==> config.mk <==
export PLATFORM = sky130hd
export DESIGN_NAME = read_guard
export DESIGN_NICKNAME = d
export VERILOG_FILES = /design/src/design/read_guard_pkg.sv /design/src/design/read_slot_pool.sv /design/src/design/stray_beat_detector.sv /design/src/design/fault_reporter.sv /design/src/design/read_guard.sv
export SDC_FILE = /design/constraint.sdc
export NUM_CORES = 2
export LEC_CHECK = 0
export BUFFER_PORTS_ARGS = -buffer_cell sky130_fd_sc_hd__buf_4
export CAP_MARGIN = 20
export CELL_PAD_IN_SITES_DETAIL_PLACEMENT = 2
export CELL_PAD_IN_SITES_GLOBAL_PLACEMENT = 2
export CORE_MARGIN = 1.5
export CORE_UTILIZATION = 44
export CTS_CLUSTER_SIZE = 20
export DETAILED_ROUTE_END_ITERATION = 10
export GPL_ROUTABILITY_DRIVEN = 1
export PLACE_DENSITY_LB_ADDON = 0.08
export REMOVE_ABC_BUFFERS = 1
export SLEW_MARGIN = 20
export SYNTH_ARGS = -nofsm -noshare
export SYNTH_HDL_FRONTEND = slang
export SYNTH_SLANG_ARGS = --single-unit
==> constraint.sdc <==
create_clock -name clk_i -period 25.3 [get_ports clk_i]
set_clock_uncertainty 0.1 [all_clocks]
set_input_delay 5.06 -clock clk_i [delete_from_list [all_inputs] [get_ports clk_i]]
set_output_delay 5.06 -clock clk_i [all_outputs]
set_load 0.02 [all_outputs]
==> src/design/read_guard_pkg.sv <==
package read_guard_pkg;

  // Bus transaction ID
  typedef logic [3:0] id_t;

  // Read address
  typedef logic [31:0] addr_t;

  // Burst length minus one
  typedef logic [7:0] len_t;

  // Budget and timer word
  typedef logic [15:0] cnt_t;

  // Snapshot of the read address channel
  typedef struct packed {
    logic  valid;
    logic  ready;
    id_t   id;
    addr_t addr;
    len_t  len;
  } ar_mon_t;

  // Snapshot of the read data channel
  typedef struct packed {
    logic valid;
    logic ready;
    id_t  id;
    logic last;
  } r_mon_t;

  // Time budgets, in clock cycles
  typedef struct packed {
    cnt_t first_beat;
    cnt_t per_beat;
  } budgets_t;

  typedef enum logic [2:0] {
    NONE,
    FIRST_TIMEOUT,
    BURST_TIMEOUT,
    POOL_OVERFLOW,
    STRAY_BEAT
  } fault_cause_e;

  // One fault event
  typedef struct packed {
    logic         valid;
    fault_cause_e cause;
    id_t          id;
    addr_t        addr;
  } fault_t;

endpackage

==> src/design/read_slot_pool.sv <==
`timescale 1ns/100ps

module read_slot_pool #(
  parameter int unsigned MaxRdTxns = 4
) (
  input  logic                      clk_i,
  input  logic                      rst_ni,
  input  read_guard_pkg::ar_mon_t   ar_i,
  input  read_guard_pkg::r_mon_t    r_i,
  input  read_guard_pkg::budgets_t  budgets_i,
  output read_guard_pkg::fault_t    fault_o
);

  // Wide enough for a slot index and for an age
  localparam int unsigned SlotW = (MaxRdTxns > 1) ? $clog2(MaxRdTxns) : 1;
  // Product of per-beat budget and beat count
  localparam int unsigned LimW = $bits(read_guard_pkg::cnt_t) + $bits(read_guard_pkg::len_t) + 1;

  typedef enum logic [1:0] {
    SLOT_FREE,
    SLOT_WAIT,
    SLOT_BURST
  } slot_state_e;

  typedef struct packed {
    slot_state_e           state;
    read_guard_pkg::id_t   id;
    read_guard_pkg::addr_t addr;
    read_guard_pkg::len_t  len;
    read_guard_pkg::cnt_t  timer;
    logic [SlotW-1:0]      age;
  } slot_t;

  slot_t slots_q [MaxRdTxns];
  slot_t slots_d [MaxRdTxns];

  logic                   ar_hs;
  logic                   r_hs;
  logic [MaxRdTxns-1:0]   live;
  logic [MaxRdTxns-1:0]   first_to;
  logic [MaxRdTxns-1:0]   burst_to;
  logic [MaxRdTxns-1:0]   hit;
  logic [MaxRdTxns-1:0]   free_now;
  logic [LimW-1:0]        burst_limit [MaxRdTxns];
  logic [SlotW-1:0]       age_dec [MaxRdTxns];
  logic                   free_found;
  logic [SlotW-1:0]       free_idx;
  logic [SlotW-1:0]       alloc_age;
  read_guard_pkg::fault_t fault_d;
  read_guard_pkg::fault_t fault_q;

  assign ar_hs = ar_i.valid && ar_i.ready;
  assign r_hs  = r_i.valid && r_i.ready;

  // Per-slot status for this cycle
  always_comb begin
    for (int i = 0; i < MaxRdTxns; i++) begin
      live[i]        = slots_q[i].state != SLOT_FREE;
      burst_limit[i] = LimW'(budgets_i.per_beat) * (LimW'(slots_q[i].len) + LimW'(1));
      first_to[i]    = (slots_q[i].state == SLOT_WAIT) &&
                       (slots_q[i].timer >= budgets_i.first_beat);
      burst_to[i]    = (slots_q[i].state == SLOT_BURST) &&
                       (LimW'(slots_q[i].timer) >= burst_limit[i]);
      // Only the oldest read of an ID can take the beat
      hit[i]         = r_hs && live[i] && (slots_q[i].id == r_i.id) &&
                       (slots_q[i].age == '0) && !first_to[i] && !burst_to[i];
      free_now[i]    = first_to[i] || burst_to[i] || (hit[i] && r_i.last);
    end
  end

  // Older same-ID slots leaving this cycle make a slot younger
  always_comb begin
    for (int i = 0; i < MaxRdTxns; i++) begin
      age_dec[i] = '0;
      for (int j = 0; j < MaxRdTxns; j++) begin
        if (j != i && free_now[j] && live[i] && slots_q[j].id == slots_q[i].id &&
            slots_q[j].age < slots_q[i].age) begin
          age_dec[i] = age_dec[i] + SlotW'(1);
        end
      end
    end
  end

  // Lowest free slot, and the age a new read would get
  always_comb begin
    free_found = 1'b0;
    free_idx   = '0;
    alloc_age  = '0;
    for (int i = MaxRdTxns - 1; i >= 0; i--) begin
      if (!live[i]) begin
        free_found = 1'b1;
        free_idx   = SlotW'(i);
      end
    end
    for (int i = 0; i < MaxRdTxns; i++) begin
      if (live[i] && !free_now[i] && slots_q[i].id == ar_i.id) begin
        alloc_age = alloc_age + SlotW'(1);
      end
    end
  end

  always_comb begin
    for (int i = 0; i < MaxRdTxns; i++) begin
      slots_d[i] = slots_q[i];
      if (free_now[i]) begin
        slots_d[i].state = SLOT_FREE;
      end else if (live[i]) begin
        slots_d[i].age = slots_q[i].age - age_dec[i];
        if (hit[i] && slots_q[i].state == SLOT_WAIT) begin
          // First beat starts the burst budget
          slots_d[i].state = SLOT_BURST;
          slots_d[i].timer = '0;
        end else if (slots_q[i].timer != '1) begin
          slots_d[i].timer = slots_q[i].timer + 1'b1;
        end
      end
    end
    if (ar_hs && free_found) begin
      slots_d[free_idx].state = SLOT_WAIT;
      slots_d[free_idx].id    = ar_i.id;
      slots_d[free_idx].addr  = ar_i.addr;
      slots_d[free_idx].len   = ar_i.len;
      slots_d[free_idx].timer = '0;
      slots_d[free_idx].age   = alloc_age;
    end
  end

  // Lowest timed-out slot wins, then overflow
  always_comb begin
    fault_d.valid = 1'b0;
    fault_d.cause = read_guard_pkg::NONE;
    fault_d.id    = '0;
    fault_d.addr  = '0;
    for (int i = MaxRdTxns - 1; i >= 0; i--) begin
      if (first_to[i] || burst_to[i]) begin
        fault_d.valid = 1'b1;
        fault_d.cause = first_to[i] ? read_guard_pkg::FIRST_TIMEOUT :
                                      read_guard_pkg::BURST_TIMEOUT;
        fault_d.id    = slots_q[i].id;
        fault_d.addr  = slots_q[i].addr;
      end
    end
    if (!fault_d.valid && ar_hs && !free_found) begin
      fault_d.valid = 1'b1;
      fault_d.cause = read_guard_pkg::POOL_OVERFLOW;
      fault_d.id    = ar_i.id;
      fault_d.addr  = ar_i.addr;
    end
    // Keep every report a single-cycle pulse
    if (fault_q.valid) begin
      fault_d.valid = 1'b0;
    end
  end

  always_ff @(posedge clk_i or negedge rst_ni) begin
    if (!rst_ni) begin
      for (int i = 0; i < MaxRdTxns; i++) begin
        slots_q[i] <= '0;
      end
      fault_q <= '0;
    end else begin
      slots_q <= slots_d;
      fault_q <= fault_d;
    end
  end

  assign fault_o = fault_q;

  // Same-ID ordering relies on unique ages
  for (genvar a = 0; a < MaxRdTxns; a++) begin : gen_age_chk_a
    for (genvar b = a + 1; b < MaxRdTxns; b++) begin : gen_age_chk_b
      assert property (@(posedge clk_i) disable iff (!rst_ni)
        !(live[a] && live[b] && slots_q[a].id == slots_q[b].id &&
          slots_q[a].age == slots_q[b].age));
    end
  end

  assert property (@(posedge clk_i) disable iff (!rst_ni) fault_o.valid |=> !fault_o.valid);

endmodule

==> src/design/stray_beat_detector.sv <==
`timescale 1ns/100ps

module stray_beat_detector #(
  parameter int unsigned MaxRdTxns = 4,
  parameter int unsigned IdCount   = 16
) (
  input  logic                    clk_i,
  input  logic                    rst_ni,
  input  read_guard_pkg::ar_mon_t ar_i,
  input  read_guard_pkg::r_mon_t  r_i,
  output read_guard_pkg::fault_t  fault_o
);

  localparam int unsigned CntW = $clog2(MaxRdTxns + 1);

  logic [CntW-1:0]        cnt_q [IdCount];
  logic [IdCount-1:0]     inc;
  logic [IdCount-1:0]     dec;
  logic                   ar_hs;
  logic                   r_hs;
  read_guard_pkg::fault_t fault_d;
  read_guard_pkg::fault_t fault_q;

  assign ar_hs = ar_i.valid && ar_i.ready;
  assign r_hs  = r_i.valid && r_i.ready;

  always_comb begin
    for (int i = 0; i < IdCount; i++) begin
      // Saturate at pool depth
      inc[i] = ar_hs && (ar_i.id == read_guard_pkg::id_t'(i)) &&
               (cnt_q[i] < CntW'(MaxRdTxns));
      dec[i] = r_hs && r_i.last && (r_i.id == read_guard_pkg::id_t'(i)) &&
               (cnt_q[i] != '0);
    end
  end

  // Any beat on an idle ID is stray
  always_comb begin
    fault_d.valid = r_hs && (cnt_q[r_i.id] == '0);
    fault_d.cause = fault_d.valid ? read_guard_pkg::STRAY_BEAT : read_guard_pkg::NONE;
    fault_d.id    = r_i.id;
    fault_d.addr  = '0;
  end

  always_ff @(posedge clk_i or negedge rst_ni) begin
    if (!rst_ni) begin
      for (int i = 0; i < IdCount; i++) begin
        cnt_q[i] <= '0;
      end
      fault_q <= '0;
    end else begin
      for (int i = 0; i < IdCount; i++) begin
        if (inc[i] && !dec[i]) begin
          cnt_q[i] <= cnt_q[i] + 1'b1;
        end else if (dec[i] && !inc[i]) begin
          cnt_q[i] <= cnt_q[i] - 1'b1;
        end
      end
      fault_q <= fault_d;
    end
  end

  assign fault_o = fault_q;

  assert property (@(posedge clk_i) disable iff (!rst_ni)
    (r_hs && r_i.last && cnt_q[r_i.id] == '0) |=> (cnt_q[$past(r_i.id)] <= CntW'(1)));

endmodule

==> src/design/fault_reporter.sv <==
`timescale 1ns/100ps

module fault_reporter (
  input  logic                   clk_i,
  input  logic                   rst_ni,
  input  read_guard_pkg::fault_t pool_fault_i,
  input  read_guard_pkg::fault_t stray_fault_i,
  input  logic                   reset_ack_i,
  output logic                   irq_o,
  output logic                   reset_req_o,
  output read_guard_pkg::fault_t fault_o
);

  typedef enum logic [1:0] {
    REP_IDLE,
    REP_REQ,
    REP_RELEASE
  } rep_state_e;

  rep_state_e             state_q;
  read_guard_pkg::fault_t sel_fault;
  read_guard_pkg::fault_t fault_q;

  // Pool findings take priority
  assign sel_fault = pool_fault_i.valid ? pool_fault_i : stray_fault_i;

  always_ff @(posedge clk_i or negedge rst_ni) begin
    if (!rst_ni) begin
      state_q       <= REP_IDLE;
      fault_q.valid <= 1'b0;
      fault_q.cause <= read_guard_pkg::NONE;
      fault_q.id    <= '0;
      fault_q.addr  <= '0;
    end else begin
      case (state_q)
        REP_IDLE: begin
          if (sel_fault.valid) begin
            state_q <= REP_REQ;
            fault_q <= sel_fault;
          end
        end
        // Hold the request until the system acknowledges
        REP_REQ: begin
          if (reset_ack_i) begin
            state_q <= REP_RELEASE;
          end
        end
        // Request dropped, wait for ack to go low
        REP_RELEASE: begin
          if (!reset_ack_i) begin
            state_q       <= REP_IDLE;
            fault_q.valid <= 1'b0;
          end
        end
        default: begin
          state_q <= REP_IDLE;
        end
      endcase
    end
  end

  assign irq_o       = state_q != REP_IDLE;
  assign reset_req_o = state_q == REP_REQ;
  assign fault_o     = fault_q;

  assert property (@(posedge clk_i) disable iff (!rst_ni)
    $fell(reset_req_o) |-> $past(reset_ack_i));

endmodule

==> src/design/read_guard.sv <==
`timescale 1ns/100ps

module read_guard #(
  parameter int unsigned MaxRdTxns = 4,
  // Must cover every value of the ID field
  parameter int unsigned IdCount   = 16
) (
  input  logic                     clk_i,
  input  logic                     rst_ni,
  input  read_guard_pkg::ar_mon_t  ar_i,
  input  read_guard_pkg::r_mon_t   r_i,
  input  read_guard_pkg::budgets_t budgets_i,
  input  logic                     reset_ack_i,
  output logic                     irq_o,
  output logic                     reset_req_o,
  output read_guard_pkg::fault_t   fault_o
);

  read_guard_pkg::fault_t pool_fault;
  read_guard_pkg::fault_t stray_fault;

  read_slot_pool #(
    .MaxRdTxns (MaxRdTxns)
  ) read_slot_pool_inst (
    .clk_i     (clk_i),
    .rst_ni    (rst_ni),
    .ar_i      (ar_i),
    .r_i       (r_i),
    .budgets_i (budgets_i),
    .fault_o   (pool_fault)
  );

  stray_beat_detector #(
    .MaxRdTxns (MaxRdTxns),
    .IdCount   (IdCount)
  ) stray_beat_detector_inst (
    .clk_i   (clk_i),
    .rst_ni  (rst_ni),
    .ar_i    (ar_i),
    .r_i     (r_i),
    .fault_o (stray_fault)
  );

  fault_reporter fault_reporter_inst (
    .clk_i         (clk_i),
    .rst_ni        (rst_ni),
    .pool_fault_i  (pool_fault),
    .stray_fault_i (stray_fault),
    .reset_ack_i   (reset_ack_i),
    .irq_o         (irq_o),
    .reset_req_o   (reset_req_o),
    .fault_o       (fault_o)
  );

endmodule

---- Word level (Yosys, flattened, before mapping) ----
Cells that the tools add are included.
W data, S select, Z words.
word-level totals
  bits of input ports ..................... 88
  logic and storage cells ................. 631
  register bits after elaboration ......... 394
  output and inout bits ................... 42
cells by class
  reduce and logical (&&, ||, !) cells .... 287
  bitwise logic cells ..................... 2
  multiplexer cells ....................... 125
  order comparisons ....................... 39
  $mul .................................... 4
  add/sub/neg operators ................... 55
  eq/ne operators ......................... 67
operator list
  cell                     number
  $bwmux W256              6
  $demux W64 S2            6
  $mux W40                 7
  $mux W256                1
  $logic_and A1 B1 Y1      184
  $mux W18                 9
  $mux W16                 8
  $mux W3                  35
  $ge A16 B25 Y1           4
  $mul A16 B25 Y25         4
  $eq A4 B4 Y1             20
  $mux W2                  35
  $add A16 B1 Y16 const B  4
  $eq A4 B4 Y1 const B     16
  $ge A16 B16 Y1           4
  $mux W64                 1
  $ne A16 B16 Y1 const B   4
  $mux W62                 1
  $mux W58                 1
  $add A3 B1 Y3 const B    16
  $lt A3 B3 Y1 const B     16
  $reduce_bool A3 Y1       16
  $sub A3 B1 Y3 const B    16
  $logic_not A1 Y1         46
  other kinds (29)         119

---- Longest topological paths before layout ----
  depth after elaboration ................. 26
  gate-level depth with buffers ........... 41
  gate-level depth less buffers ........... 38

---- By module ----
Synthesis repeated with hierarchy kept, for this count alone.
second synthesis, totals
  cell total of the unflattened synthesis .. 4711
  area total of the unflattened synthesis .. 42167.9 um^2
modules (own cells, without submodules)
  module               cells each  area an instance (um^2)  times used
  read_slot_pool       4266        36582.6                  1
  stray_beat_detector  307         3473.3                   1
  fault_reporter       138         2112.0                   1

---- Worst setup path after synthesis ----
OpenSTA, ideal clock, no wires.
  path type ............................... input-to-reg
  start point ............................. input port budgets_i[0] (netlist name)
  end point ............................... register read_slot_pool_inst.slots_q[193] (netlist name)
  stages .................................. 34
  library setup time ...................... 87 ps
  arrival time ............................ 12538 ps
  setup slack ............................. 12575 ps
  cell sequence ........................... clkbuf_1 clkbuf_1 nand2_1 fa_1 fa_1 inv_1 fa_1 fa_1 ha_1 a21o_1 a22oi_1 nor2b_1 o21ai_0 a21o_1 a21oi_1 xor2_1 ha_1 nand3_1 nor2_1 nand2_1 o21ai_0 a31oi_1 nor4_2 a41oi_2 buf_4 and2_0 or3_1 inv_1 ha_1 xnor2_1 ha_1 or4_1 a21o_1 o211ai_1
RTL lines
  what                    RTL line               source
  start: declaration      read_guard.sv:12       input read_guard_pkg::budgets_t budgets_i,
  end signal: assignment  read_slot_pool.sv:162  slots_q <= slots_d;
  end: declaration        read_slot_pool.sv:34   slot_t slots_q [MaxRdTxns];

==> metrics.md <==
| Metric | Value |
|---|---|
| Status | `finished, final reports clean` |
| Total CTS buffers | `50` |
| Fin area | `45500 um2` |
| CP delay by family, top | `simple AND/OR/NAND/NOR gates` |
| Router iterations before antenna repair | `5` |
| Fin Setup TNS | `0 ns` |
| Count leader, synth | `nand2_1` |
| Clock latency on the worst-skew pair | `0.64 ns` |
| Port bufs | `129` |
| Num rows | `112` |
| Initial antenna violation count | `6` |
| R2r setup slk | `14.57 ns` |
| Layout cells sized above 1 | `0.0764` |
| Max cap viols | `0` |
| Post-CTS setup buffer count | `0` |
| Initial DRC count | `1712` |
| Largest family of logic cells by synthesized area | `adder cells` |
| Number of top-level pins | `130` |
| Post-synth EDFFs | `0` |
| #FFs+latches synth | `390` |
| H-tree depth | `2` |
| Critical Path Start Type | `input port` |
| M2 GR Usage | `0.552` |
| Clock Pin Slew Worst Setup and Hold Paths | `0.06 ns` |
| Post-CTS Resized | `0` |
| Total core area | `93600 um2` |
| GR Layer Usage met3 | `0.0317` |
| Total GRT Usage | `0.314` |
| DIE HEIGHT | `311 um` |
| Most used cell, CP | `fa_1` |
| Placed cell areas | `43700 um2` |
| Most frequent cells after synthesis | `894 x nand2_1, 506 x inv_1, 412 x fa_1` |
| Share of the synthesized area in the top cell type | `0.234` |
| WP data arrival | `13.58 ns` |
| Full die area | `96600 um2` |
| Busiest grt layer | `met2` |
| Routed Antenna Nets | `0` |
| Max frequency | `0.0756 GHz` |
| Adder-Cell Fraction of Synth Area | `0.305` |
| Bufs on Longest Clock Path | `3` |
| GP Congestion | `0.865` |
| Main synth FF type | `dfrtp_1` |
| Total wire length | `149000 um` |
| Layout Nets | `5587` |
| Drt drc | `0` |
| Largest net degree at the start of global routing | `91` |
| Synth Area in Simple Gates | `0.218` |
| Slew Viols, Final | `0` |
| Vias in the first global route | `40800` |
| Met1 track demand over resource | `0.407` |
| XOR/XNOR Fraction of Synth Area | `0.0458` |
| Mapped Area | `41700 um2` |
| Setup violators final | `0` |
| Cell variety after synth | `108` |
| Total grt overflow | `0` |
| CTS Hold Bufs | `0` |
| Hold/Removal Path Class | `reg -> reg` |
| Worst-path maximum fanout | `48` |
| WL/cell | `24.8 um` |
| Starting density of the core | `0.445` |
| CP endpoint kind | `flip-flop` |
| Post-synthesis mux area share | `0.00937` |
| DP HPWL | `109000 um` |
| Area growth syn-to-layout | `9.16%` |
| Die width | `311 um` |
| DR vias | `34900` |
| Relative slew slack | `0.265` |
| CTS tree | `done` |
| Kind of critical path | `in -> reg` |
| Unrepaired setup endpoints after global routing | `no` |
| Fin crit period | `13.22 ns` |
| Clk sink count | `390` |
| Cell taking the most area after synthesis | `dfrtp_1` |
| Crit path required time | `25.66 ns` |
| Top cells by area, synth | `dfrtp_1 23%, fa_1 20%, ha_1 11%` |
| Vias per inst | `5.80` |
| Max incr delay on CP | `0.90 ns` |
| Post-synthesis compound-gate area fraction | `0.118` |
| Synth warn | `0` |
| First-pass GRT wire length | `239000 um` |
| Synth async-reset ratio | `1.00` |
| WP buf/inv | `2` |
| Final worst-path cycle share | `0.523` |
| Critical Path Slowest Stage Cell | `or2_2` |
| Register area share after synthesis | `0.234` |
| Final hold violation count | `0` |
| Syn_area_per_cell | `8.78 um2` |
| Tightest Pin Transition | `1.10 ns` |
| Root Driver | `clkbuf_16` |
| Post-Syn Instances | `4746` |
-- metal layers --
metal	wire [um]	up-vias
met4	4560	4
met3	5790	234
li1	-	15500
met1	64800	18500
met5	25	-
met2	74200	690
-- cells by family (layout without fill, tap and decap cells) --
family                   after synthesis  in the layout
XOR/XNOR                             218            218
adder cells (fa/ha/maj)              770            770
buffers and inverters                741            762
AO/OA/AOI/OAI                        750            750
flip-flops                           390            390
multiplexers                          34             34
AND/OR/NAND/NOR                     1843           1843
other                                  0              1
-- path summary, 6_finish.rpt --
path,from,to,cells past startpoint
max,budgets_i[0],read_slot_pool_inst.slots_q[193],28
min,flip-flop,flip-flop,2
max reg2reg,flip-flop,read_slot_pool_inst.slots_q[193],32
min reg2reg,flip-flop,flip-flop,2
max in group asynchronous,rst_ni,asynchronous set/reset pin,3
min in group asynchronous,rst_ni,stray_beat_detector_inst.cnt_q[44],1
-- metrics by stage --
stage / cells / util / hold WS [ns] / setup slack [ns]
after detailed placement: 5928 / 0.467 / 0.357 / 11.50
after global placement: 5928 / 0.467 / 0.351 / 11.69
after floorplan: 4515 / - / 0.339 / 11.94
final: 6022 / 0.486 / 0.371 / 12.08
after CTS: 6018 / 0.485 / 0.376 / 12.13
after global routing: 6021 / 0.486 / 0.388 / 11.55
-- final cells by class --
cell class	count	area, um2
inverter	510	1910
clock buffer	66	1410
tap	1254	1570
sequential	390	9760
clock inverter	24	332
timing repair buffer	162	1250
antenna	1	2.50
fill	10300	48100
multi-input combinational	3615	29300
-- worst reg2reg max path: cells and delay by family (launching register included) --
| kind | cells | cell delay (ns) |
|---|---|---|
| AOI/OAI and AO/OA | 9 | 1.46 |
| buffers and inverters | 2 | 0.12 |
| adders and majority gates | 8 | 3.37 |
| xor gates and xnor gates | 3 | 1.16 |
| and+or+nand+nor | 10 | 3.47 |
| DFF | 1 | 0.87 |
-- placed cells by master, fill, tap and decap left out, drive strengths merged, types with 38 or more instances in the layout --
cell type	n
nand2b	100
nand3	72
dfrtp	390
nand4	44
xnor2	111
ha	358
nor3	63
fa	412
o21ai	210
buf	162
a21o	55
nor2b	151
o211ai	62
clkbuf	66
xor2	107
a21oi	185
nand2	895
and3	40
nor2	147
and2	207
inv	513
a22oi	38
Power is not shown: default switching activity piles up to over one toggle a cycle in this logic, so the estimate is an artifact.
